--- config.mk ---
export PLATFORM = sky130hd
export DESIGN_NAME = ppuTop
export DESIGN_NICKNAME = d
export VERILOG_FILES = /design/src/hw/ppuPkg.sv /design/src/hw/scanIf.sv /design/src/hw/scanTimer.sv /design/src/hw/frameSequencer.sv /design/src/hw/backgroundEngine.sv /design/src/hw/spriteEngine.sv /design/src/hw/pixelMixer.sv /design/src/hw/ppuTop.sv
export SDC_FILE = /design/constraint.sdc
export NUM_CORES = 2
export LEC_CHECK = 0
export ABC_CLOCK_PERIOD_IN_PS = 3600
export BUFFER_PORTS_ARGS = -buffer_cell sky130_fd_sc_hd__clkbuf_2
export CORE_MARGIN = 2
export CORE_UTILIZATION = 45
export DETAILED_ROUTE_END_ITERATION = 16
export GPL_TIMING_DRIVEN = 0
export PLACE_DENSITY_LB_ADDON = 0.05
export SETUP_SLACK_MARGIN = 0.5
export SLEW_MARGIN = 20
export SYNTH_ARGS = -nofsm -noshare
export SYNTH_HDL_FRONTEND = slang
export SYNTH_SLANG_ARGS = --single-unit
--- constraint.sdc ---
create_clock -name clk_50MHz -period 3.6 [get_ports clk_50MHz]
set_input_delay 0.72 -clock clk_50MHz [delete_from_list [all_inputs] [get_ports clk_50MHz]]
set_output_delay 0.72 -clock clk_50MHz [all_outputs]
set_load 0.05 [all_outputs]
--- src/hw/ppuPkg.sv ---
package ppuPkg;

    // raster timing, pixels per line
    localparam int H_ACTIVE = 128;
    localparam int H_FRONT  = 8;
    localparam int H_SYNC   = 16;
    localparam int H_TOTAL  = 160;

    // lines per frame
    localparam int V_ACTIVE = 96;
    localparam int V_FRONT  = 2;
    localparam int V_SYNC   = 2;
    localparam int V_TOTAL  = 104;

    // game window placement
    localparam int GAME_X    = 32;
    localparam int GAME_Y    = 16;
    localparam int GAME_SIZE = 64;

    localparam int TILE_SIZE     = 8;
    localparam int TILES_PER_ROW = 8;
    localparam int NAME_ENTRIES  = TILES_PER_ROW * TILES_PER_ROW;
    localparam int NAME_AW       = $clog2(NAME_ENTRIES);
    localparam int TILE_IDX_W    = 4;      // palette index held per tile
    localparam int PALETTE_ENTRIES = 16;
    localparam int PALETTE_AW    = $clog2(PALETTE_ENTRIES);

    localparam int SPRITE_COUNT = 8;
    localparam int SPRITE_SIZE  = 8;
    localparam int SPRITE_AW    = $clog2(SPRITE_COUNT);

    // sprite word layout
    localparam int SPR_EN_BIT = 31;
    localparam int SPR_Y_MSB  = 29;
    localparam int SPR_Y_LSB  = 24;
    localparam int SPR_X_MSB  = 21;
    localparam int SPR_X_LSB  = 16;
    localparam int SPR_C_MSB  = 11;
    localparam int SPR_C_LSB  = 0;

    localparam int POSX_W = 8;
    localparam int POSY_W = 7;
    localparam int WIN_W  = 6;
    localparam int ADDR_W = 8;
    localparam int DATA_W = 32;
    localparam int RGB_W  = 12;

    typedef logic [RGB_W-1:0] rgb_t;

    localparam rgb_t BORDER_COLOR = 12'h36a;

    typedef enum logic [1:0] {WR_NAME, WR_PALETTE, WR_SPRITE} wrTarget_t;

    typedef enum logic [1:0] {FS_IDLE, FS_DRAW, FS_IRQ, FS_VBLANK} frameState_t;

endpackage

--- src/hw/scanIf.sv ---
`timescale 1ns/1ps

interface scanIf
    import ppuPkg::*;
();
    logic              pixelEn;
    logic [POSX_W-1:0] posX;
    logic [POSY_W-1:0] posY;
    logic [WIN_W-1:0]  winX;    // window relative, valid with inWindow
    logic [WIN_W-1:0]  winY;
    logic              activeVideo;
    logic              inWindow;
    logic              hsync;   // active low
    logic              vsync;   // active low

    modport timer (output pixelEn, posX, posY, winX, winY, activeVideo, inWindow, hsync, vsync);
    modport monitor (input pixelEn, posX, posY);
    modport consumer (input winX, winY, activeVideo, inWindow, hsync, vsync);

endinterface

--- src/hw/scanTimer.sv ---
`timescale 1ns/1ps

module scanTimer
    import ppuPkg::*;
(
    input  logic clk_50MHz,
    input  logic rstn,
    scanIf.timer scan
);

    logic              pixelEn;
    logic [POSX_W-1:0] hCnt;
    logic [POSY_W-1:0] vCnt;
    logic              lineEnd;
    logic              frameEnd;

    assign lineEnd  = hCnt == POSX_W'(H_TOTAL - 1);
    assign frameEnd = vCnt == POSY_W'(V_TOTAL - 1);

    always_ff @(posedge clk_50MHz) begin
        if (!rstn) begin
            pixelEn <= 1'b0;
            hCnt    <= '0;
            vCnt    <= '0;
        end else begin
            pixelEn <= ~pixelEn;  // half rate pixel clock
            if (pixelEn) begin
                if (lineEnd) begin
                    hCnt <= '0;
                    vCnt <= frameEnd ? '0 : vCnt + 1'b1;
                end else begin
                    hCnt <= hCnt + 1'b1;
                end
            end
        end
    end

    assign scan.pixelEn = pixelEn;
    assign scan.posX    = hCnt;
    assign scan.posY    = vCnt;

    assign scan.activeVideo = (hCnt < POSX_W'(H_ACTIVE)) && (vCnt < POSY_W'(V_ACTIVE));

    // sync placed after the front porch
    assign scan.hsync = !((hCnt >= POSX_W'(H_ACTIVE + H_FRONT)) &&
                          (hCnt <  POSX_W'(H_ACTIVE + H_FRONT + H_SYNC)));
    assign scan.vsync = !((vCnt >= POSY_W'(V_ACTIVE + V_FRONT)) &&
                          (vCnt <  POSY_W'(V_ACTIVE + V_FRONT + V_SYNC)));

    assign scan.inWindow = (hCnt >= POSX_W'(GAME_X)) && (hCnt < POSX_W'(GAME_X + GAME_SIZE)) &&
                           (vCnt >= POSY_W'(GAME_Y)) && (vCnt < POSY_W'(GAME_Y + GAME_SIZE));

    assign scan.winX = WIN_W'(hCnt - POSX_W'(GAME_X));
    assign scan.winY = WIN_W'(vCnt - POSY_W'(GAME_Y));

endmodule

--- src/hw/frameSequencer.sv ---
`timescale 1ns/1ps

module frameSequencer
    import ppuPkg::*;
(
    input  logic   clk_50MHz,
    input  logic   rstn,
    scanIf.monitor scan,
    output logic   vgaIntr,
    output logic   commit
);

    frameState_t state;
    frameState_t stateNext;
    logic        stepIrq;
    logic        stepVblank;
    logic        atOrigin;

    // scan leaves the window's last pixel on this clock
    assign stepIrq = scan.pixelEn &&
                     (scan.posX == POSX_W'(GAME_X + GAME_SIZE - 1)) &&
                     (scan.posY == POSY_W'(GAME_Y + GAME_SIZE - 1));

    // last pixel of the last active line
    assign stepVblank = scan.pixelEn &&
                        (scan.posX == POSX_W'(H_TOTAL - 1)) &&
                        (scan.posY == POSY_W'(V_ACTIVE - 1));

    assign atOrigin = (scan.posX == '0) && (scan.posY == '0);

    always_comb begin
        stateNext = state;
        case (state)
            FS_IDLE: begin
                if (atOrigin)
                    stateNext = FS_DRAW;
            end
            FS_DRAW: begin
                if (stepIrq)
                    stateNext = FS_IRQ;
                else if (stepVblank)
                    stateNext = FS_VBLANK;
            end
            FS_IRQ:    stateNext = FS_DRAW;  // single clock
            FS_VBLANK: begin
                if (scan.posY == '0)
                    stateNext = FS_DRAW;
            end
            default:   stateNext = FS_IDLE;
        endcase
    end

    always_ff @(posedge clk_50MHz) begin
        if (!rstn) begin
            state  <= FS_IDLE;
            commit <= 1'b0;
        end else begin
            state  <= stateNext;
            commit <= (stateNext == FS_VBLANK) && (state != FS_VBLANK);
        end
    end

    assign vgaIntr = state == FS_IRQ;

endmodule

--- src/hw/backgroundEngine.sv ---
`timescale 1ns/1ps

module backgroundEngine
    import ppuPkg::*;
(
    input  logic              clk_50MHz,
    input  logic              rstn,
    scanIf.consumer           scan,
    input  logic              wrEn,
    input  wrTarget_t         wrTarget,
    input  logic [ADDR_W-1:0] wrAddr,
    input  logic [DATA_W-1:0] wrData,
    output rgb_t              bgColor
);

    logic [TILE_IDX_W-1:0] nameTbl [NAME_ENTRIES];
    rgb_t                  palette [PALETTE_ENTRIES];
    logic [NAME_AW-1:0]    tileIdx;
    logic                  nameWr;
    logic                  palWr;

    assign nameWr = wrEn && (wrTarget == WR_NAME) && (wrAddr < ADDR_W'(NAME_ENTRIES));
    assign palWr  = wrEn && (wrTarget == WR_PALETTE) && (wrAddr < ADDR_W'(PALETTE_ENTRIES));

    always_ff @(posedge clk_50MHz) begin
        if (!rstn) begin
            for (int i = 0; i < NAME_ENTRIES; i++) begin
                nameTbl[i] <= '0;
            end
            for (int i = 0; i < PALETTE_ENTRIES; i++) begin
                palette[i] <= '0;
            end
        end else begin
            if (nameWr)
                nameTbl[wrAddr[NAME_AW-1:0]] <= wrData[TILE_IDX_W-1:0];
            if (palWr)
                palette[wrAddr[PALETTE_AW-1:0]] <= wrData[RGB_W-1:0];
        end
    end

    // row of tiles then column
    assign tileIdx = NAME_AW'((scan.winY / TILE_SIZE) * TILES_PER_ROW + scan.winX / TILE_SIZE);

    always_ff @(posedge clk_50MHz) begin
        if (!rstn)
            bgColor <= '0;
        else
            bgColor <= palette[nameTbl[tileIdx]];
    end

endmodule

--- src/hw/spriteEngine.sv ---
`timescale 1ns/1ps

module spriteEngine
    import ppuPkg::*;
(
    input  logic              clk_50MHz,
    input  logic              rstn,
    scanIf.consumer           scan,
    input  logic              wrEn,
    input  wrTarget_t         wrTarget,
    input  logic [ADDR_W-1:0] wrAddr,
    input  logic [DATA_W-1:0] wrData,
    input  logic              commit,
    output rgb_t              spriteColor
);

    logic [DATA_W-1:0] shadowTbl [SPRITE_COUNT];
    logic [DATA_W-1:0] liveTbl   [SPRITE_COUNT];
    logic              sprWr;
    rgb_t              hitColor;

    assign sprWr = wrEn && (wrTarget == WR_SPRITE) && (wrAddr < ADDR_W'(SPRITE_COUNT));

    always_ff @(posedge clk_50MHz) begin
        if (!rstn) begin
            for (int i = 0; i < SPRITE_COUNT; i++) begin
                shadowTbl[i] <= '0;
                liveTbl[i]   <= '0;
            end
        end else begin
            if (sprWr)
                shadowTbl[wrAddr[SPRITE_AW-1:0]] <= wrData;
            if (commit)
                liveTbl <= shadowTbl;  // whole table at once, no tearing
        end
    end

    function automatic logic spriteHit(
        input logic [DATA_W-1:0] spr,
        input logic [WIN_W-1:0]  wx,
        input logic [WIN_W-1:0]  wy
    );
        logic [WIN_W:0] dx;
        logic [WIN_W:0] dy;
        // negative offsets wrap high and fail the size test
        dx = {1'b0, wx} - {1'b0, spr[SPR_X_MSB:SPR_X_LSB]};
        dy = {1'b0, wy} - {1'b0, spr[SPR_Y_MSB:SPR_Y_LSB]};
        return spr[SPR_EN_BIT] &&
               (dx < (WIN_W+1)'(SPRITE_SIZE)) &&
               (dy < (WIN_W+1)'(SPRITE_SIZE)) &&
               (spr[SPR_C_MSB:SPR_C_LSB] != '0);
    endfunction

    // highest index first so the lowest hit is left standing
    always_comb begin
        hitColor = '0;
        for (int i = SPRITE_COUNT - 1; i >= 0; i--) begin
            if (spriteHit(liveTbl[i], scan.winX, scan.winY))
                hitColor = liveTbl[i][SPR_C_MSB:SPR_C_LSB];
        end
    end

    always_ff @(posedge clk_50MHz) begin
        if (!rstn)
            spriteColor <= '0;
        else
            spriteColor <= scan.inWindow ? hitColor : '0;
    end

endmodule

--- src/hw/pixelMixer.sv ---
`timescale 1ns/1ps

module pixelMixer
    import ppuPkg::*;
(
    input  logic    clk_50MHz,
    input  logic    rstn,
    scanIf.consumer scan,
    input  rgb_t    bgColor,
    input  rgb_t    spriteColor,
    output rgb_t    rgb,
    output logic    hsync,
    output logic    vsync
);

    logic activeVideoD;
    logic inWindowD;
    logic hsyncD;
    logic vsyncD;

    // stage one lines up with the engine registers
    always_ff @(posedge clk_50MHz) begin
        if (!rstn) begin
            activeVideoD <= 1'b0;
            inWindowD    <= 1'b0;
            hsyncD       <= 1'b1;
            vsyncD       <= 1'b1;
        end else begin
            activeVideoD <= scan.activeVideo;
            inWindowD    <= scan.inWindow;
            hsyncD       <= scan.hsync;
            vsyncD       <= scan.vsync;
        end
    end

    always_ff @(posedge clk_50MHz) begin
        if (!rstn) begin
            rgb   <= '0;
            hsync <= 1'b1;
            vsync <= 1'b1;
        end else begin
            hsync <= hsyncD;
            vsync <= vsyncD;
            if (!activeVideoD)
                rgb <= '0;                 // blanking
            else if (!inWindowD)
                rgb <= BORDER_COLOR;
            else if (spriteColor != '0)
                rgb <= spriteColor;        // sprite over background
            else
                rgb <= bgColor;
        end
    end

endmodule

--- src/hw/ppuTop.sv ---
`timescale 1ns/1ps

module ppuTop
    import ppuPkg::*;
(
    input  logic              clk_50MHz,
    input  logic              rstn,
    input  logic              wrEn,
    input  wrTarget_t         wrTarget,
    input  logic [ADDR_W-1:0] wrAddr,
    input  logic [DATA_W-1:0] wrData,
    output rgb_t              rgb,
    output logic              hsync,
    output logic              vsync,
    output logic              vgaIntr
);

    rgb_t bgColor;
    rgb_t spriteColor;
    logic commit;

    scanIf scan ();

    scanTimer u_scanTimer (
        .clk_50MHz (clk_50MHz),
        .rstn      (rstn),
        .scan      (scan)
    );

    frameSequencer u_frameSequencer (
        .clk_50MHz (clk_50MHz),
        .rstn      (rstn),
        .scan      (scan),
        .vgaIntr   (vgaIntr),
        .commit    (commit)
    );

    backgroundEngine u_backgroundEngine (
        .clk_50MHz (clk_50MHz),
        .rstn      (rstn),
        .scan      (scan),
        .wrEn      (wrEn),
        .wrTarget  (wrTarget),
        .wrAddr    (wrAddr),
        .wrData    (wrData),
        .bgColor   (bgColor)
    );

    spriteEngine u_spriteEngine (
        .clk_50MHz   (clk_50MHz),
        .rstn        (rstn),
        .scan        (scan),
        .wrEn        (wrEn),
        .wrTarget    (wrTarget),
        .wrAddr      (wrAddr),
        .wrData      (wrData),
        .commit      (commit),
        .spriteColor (spriteColor)
    );

    pixelMixer u_pixelMixer (
        .clk_50MHz   (clk_50MHz),
        .rstn        (rstn),
        .scan        (scan),
        .bgColor     (bgColor),
        .spriteColor (spriteColor),
        .rgb         (rgb),
        .hsync       (hsync),
        .vsync       (vsync)
    );

endmodule

==> impl_metrics.toml <==
[outcome]
status = "finished clean"

[timing]
holdWs_ns = 0.403
clock_skew_ns = 0.0149
tightest_slew_ns = 1.15
post-route-period-util = 0.984
hold_violations = 0
fin_tns_setup_ns = 0
rsz0062_at_grt = "true"
layout_min_cycle_time_ns = 3.54
drv_slew = 0
fmax_mhz = 282
max_slew_margin = 0.235
setup_viol = 0
timing.final.ws_setup_ns = 0.0564

[cells_and_area]
syn_to_final_growth_pct = 19.3
final_nets = 4314
stdcell_count = 5422
n_fill_cell = 8009
drive_gt1_frac = 0.147
antenna_cells = 0

[routing]
final_antenna_net_count = 0
drc = 0
drt_pass1_iterations = 5
dr_total_vias = 31000
drtIter0Drc = 3001
vias_per_cell = 5.71
wl_um = 139000
wl_per_cell_um = 25.6

[cts]
clk_path_buf_depth = 3
clk-insertion-delay-late_ns = 0.66
h-tree-depth = 3
clock_sinks = 909
cts_made_buffers = 97
clk_pin_slew_worst_paths_ns = 0.06
cts_tree = "done"
holdBufCountCts = 0
cts_root_buf = "clkbuf_16"

[synth]
synth_seq_cells = 909
netlist_instances = 3942
syn_nets = 4075
ys.warnings.count = 0
postSynthAreaPerCell_sq_um = 10.2
synth_top_area_share = 0.334
synthTopCellsByArea = "edfxtp_1, dfxtp_1, mux2i_1"
synth_common_cells = "nand2_1, nor2_1, dfxtp_1"
synthFlopType = "dfxtp_1"
yosys.area.top_type = "edfxtp_1"
ys_seq_area_frac = 0.562
netlist_area_sq_mm = 0.0403
synth_most_common_cell = "nand2_1"
synth-edff-count = 448
synth_cell_type_count = 81
async_flop_share = 0

[global_routing]
grt-ovfl-total = 0
antenna_found_initial = 5
grt_pass1_vias = 29500
grt_pass1_wl_um = 202000
grt_util_all_layers = 0.302
grt_max_degree = 15

[power]
peakVddDrop_mv = 0.519
p_comb_frac = 0.052
clkPwrFrac = 0.447
p_leak_nw = 16.3
p_int_mw = 17.2
switchingPower_mw = 5.18
power_density_mw_per_mm2 = 464
p_seq_frac = 0.501
switching_share = 0.232

[worst_setup_path]
critical_path.max_stage_delay_ns = 0.55
cp_max_fo = 6
end_kind = "register"
worstPathRequired_ns = 4.12
crit_type = "register to register"
cp_data_arrival_time_ns = 4.06
crit_chain = "buf_12 > buf_4 > mux4_2 > a22o_1 > a221oi_4 > nor3_2 > a211oi_4 > buf_12 > buf_6 > and2_4 > buf_6 > buf_12 > buf_8 > buf_6 > nand3_2 > nand4_1 > o41ai_4"
crit_slowest_cell = "mux4_2"
setup.worst_path.start_class = "register"

[die]
core_sq_mm = 0.0886
die_x_um = 303
die_area_sq_mm = 0.0920
start_util = 0.455
placementRows = 109
die_y_um = 303
ios = 60

[placed_design]
place_inst = 5156
dpl.hpwl_um = 96800
globalplace.congestion = 0.928
portBuffers = 36
place_ws_ns = -1.65

[job]
drv_cap = 0

[min_path]
min_path_type = "register to register"
==> state kept, by name, indices dropped and copies added (netlist names), 2 cells and up <==
signal                      flops
u_backgroundEngine.nameTbl    256
u_spriteEngine.shadowTbl      200
u_spriteEngine.spriteColor     12
u_backgroundEngine.bgColor     12
u_spriteEngine.liveTbl        200
u_backgroundEngine.palette    192
u_scanTimer.scan.posY           7
u_scanTimer.scan.posX           8
u_frameSequencer.state          2
u_pixelMixer.rgb               12
==> path summary, 6_finish.rpt <==
path	slack, ns	depth (start not counted)	start	to
setup / recovery	0.06	17	u_scanTimer.scan.posX[3]	u_backgroundEngine.bgColor[5]
hold / removal	0.40	1	u_pixelMixer.hsyncD	u_pixelMixer.hsync
setup reg to reg	0.06	17	u_scanTimer.scan.posX[3]	u_backgroundEngine.bgColor[5]
hold reg to reg	0.40	1	u_pixelMixer.hsyncD	u_pixelMixer.hsync
==> final cells by class <==
type	count	area, sq um	share of cell area
Buffer	313	1730	0.0360
Tap cell	1165	1460	0.0303
Inverter	123	504	0.0105
Multi-Input combinational cell	2598	17200	0.357
Sequential cell	909	22700	0.472
Clock buffer	136	2750	0.0571
Timing Repair inverter	1	16.3	0.000338
Timing Repair Buffer	138	1390	0.0288
Clock inverter	39	362	0.00752
==> cell families after synthesis <==
group,Yosys count,share of synthesized area
multiplexers,302,0.0928
adder cells (fa/ha/maj),88,0.0273
XOR/XNOR,16,0.00348
buffers and inverters,436,0.0446
AO/OA/AOI/OAI,610,0.0928
AND/OR/NAND/NOR,1581,0.176
flip-flops,909,0.562
==> placed cells by master (no fill, tap or decap), types with 19 or more instances in the layout <==
cell       Yosys  layout
a21boi_0      22      22
a21o_1        25      25
mux4_2        52      55
nor4_1        31      31
mux2i_1      242     238
nand2_1      548     546
clkbuf_1     242     215
clkbuf_16      0     103
a21oi_1      255     240
ha_1          88      81
clkbuf_2      12      81
dfxtp_1      461     451
and3_1        96      95
nand3_1       98      93
edfxtp_1     448     448
buf_1         22      19
a211o_1       23      23
inv_1        121     118
buf_6         10      35
nand2b_1      32      31
nor2_1       533     520
buf_12         0      29
buf_4         11      62
o21ai_0      127     107
and2_1       149     147
==> metrics by stage <==
stage,total power [mW],cell area (sq um),utilization
2_1_floorplan,11.9,40400,-
6_report,22.3,48100,0.543
4_1_cts,22.4,47600,0.537
3_5_place_dp,12.4,42200,0.476
5_1_grt,22.9,48100,0.543
3_3_place_gp,12.4,42000,0.474
==> critical path: cells and delay by family (launching register included) <==
kind,cells,cell delay [ns]
buffers and inverters,8,0.96
muxes,1,0.55
and+or+nand+nor,4,0.50
DFF,1,0.39
AOI/OAI and AO/OA,4,0.99
==> repair_timing <==
| item | in CTS | in global routing |
|---|---|---|
| cloned | 10 | 2 |
| gates resized for setup | 311 | 117 |
| endpoints found under the setup margin | 137 | 187 |
| setup buffers | 67 | 12 |
| pin swaps | 58 | 50 |
==> routing by layer <==
| metal | routed length [um] | share of wire | track usage |
|---|---|---|---|
| met1 | 60300 | 0.43 | 0.429 |
| met3 | 10200 | 0.073 | 0.0429 |
| met5 | 14 | 0.00010 | 0 |
| met4 | 4800 | 0.035 | 0.0973 |
| met2 | 63700 | 0.46 | 0.480 |
==> power groups by stage <==
stage          clock network (mW)  registers (mW)  logic (mW)
2_1_floorplan                   0            11.4       0.520
3_3_place_gp                    0            11.4       0.993
3_5_place_dp                    0            11.4        1.01
4_1_cts                      10.1            11.2        1.11
5_1_grt                      10.5            11.2        1.20
6_report                     9.98            11.2        1.15
Power figures use the tool's default switching activity.
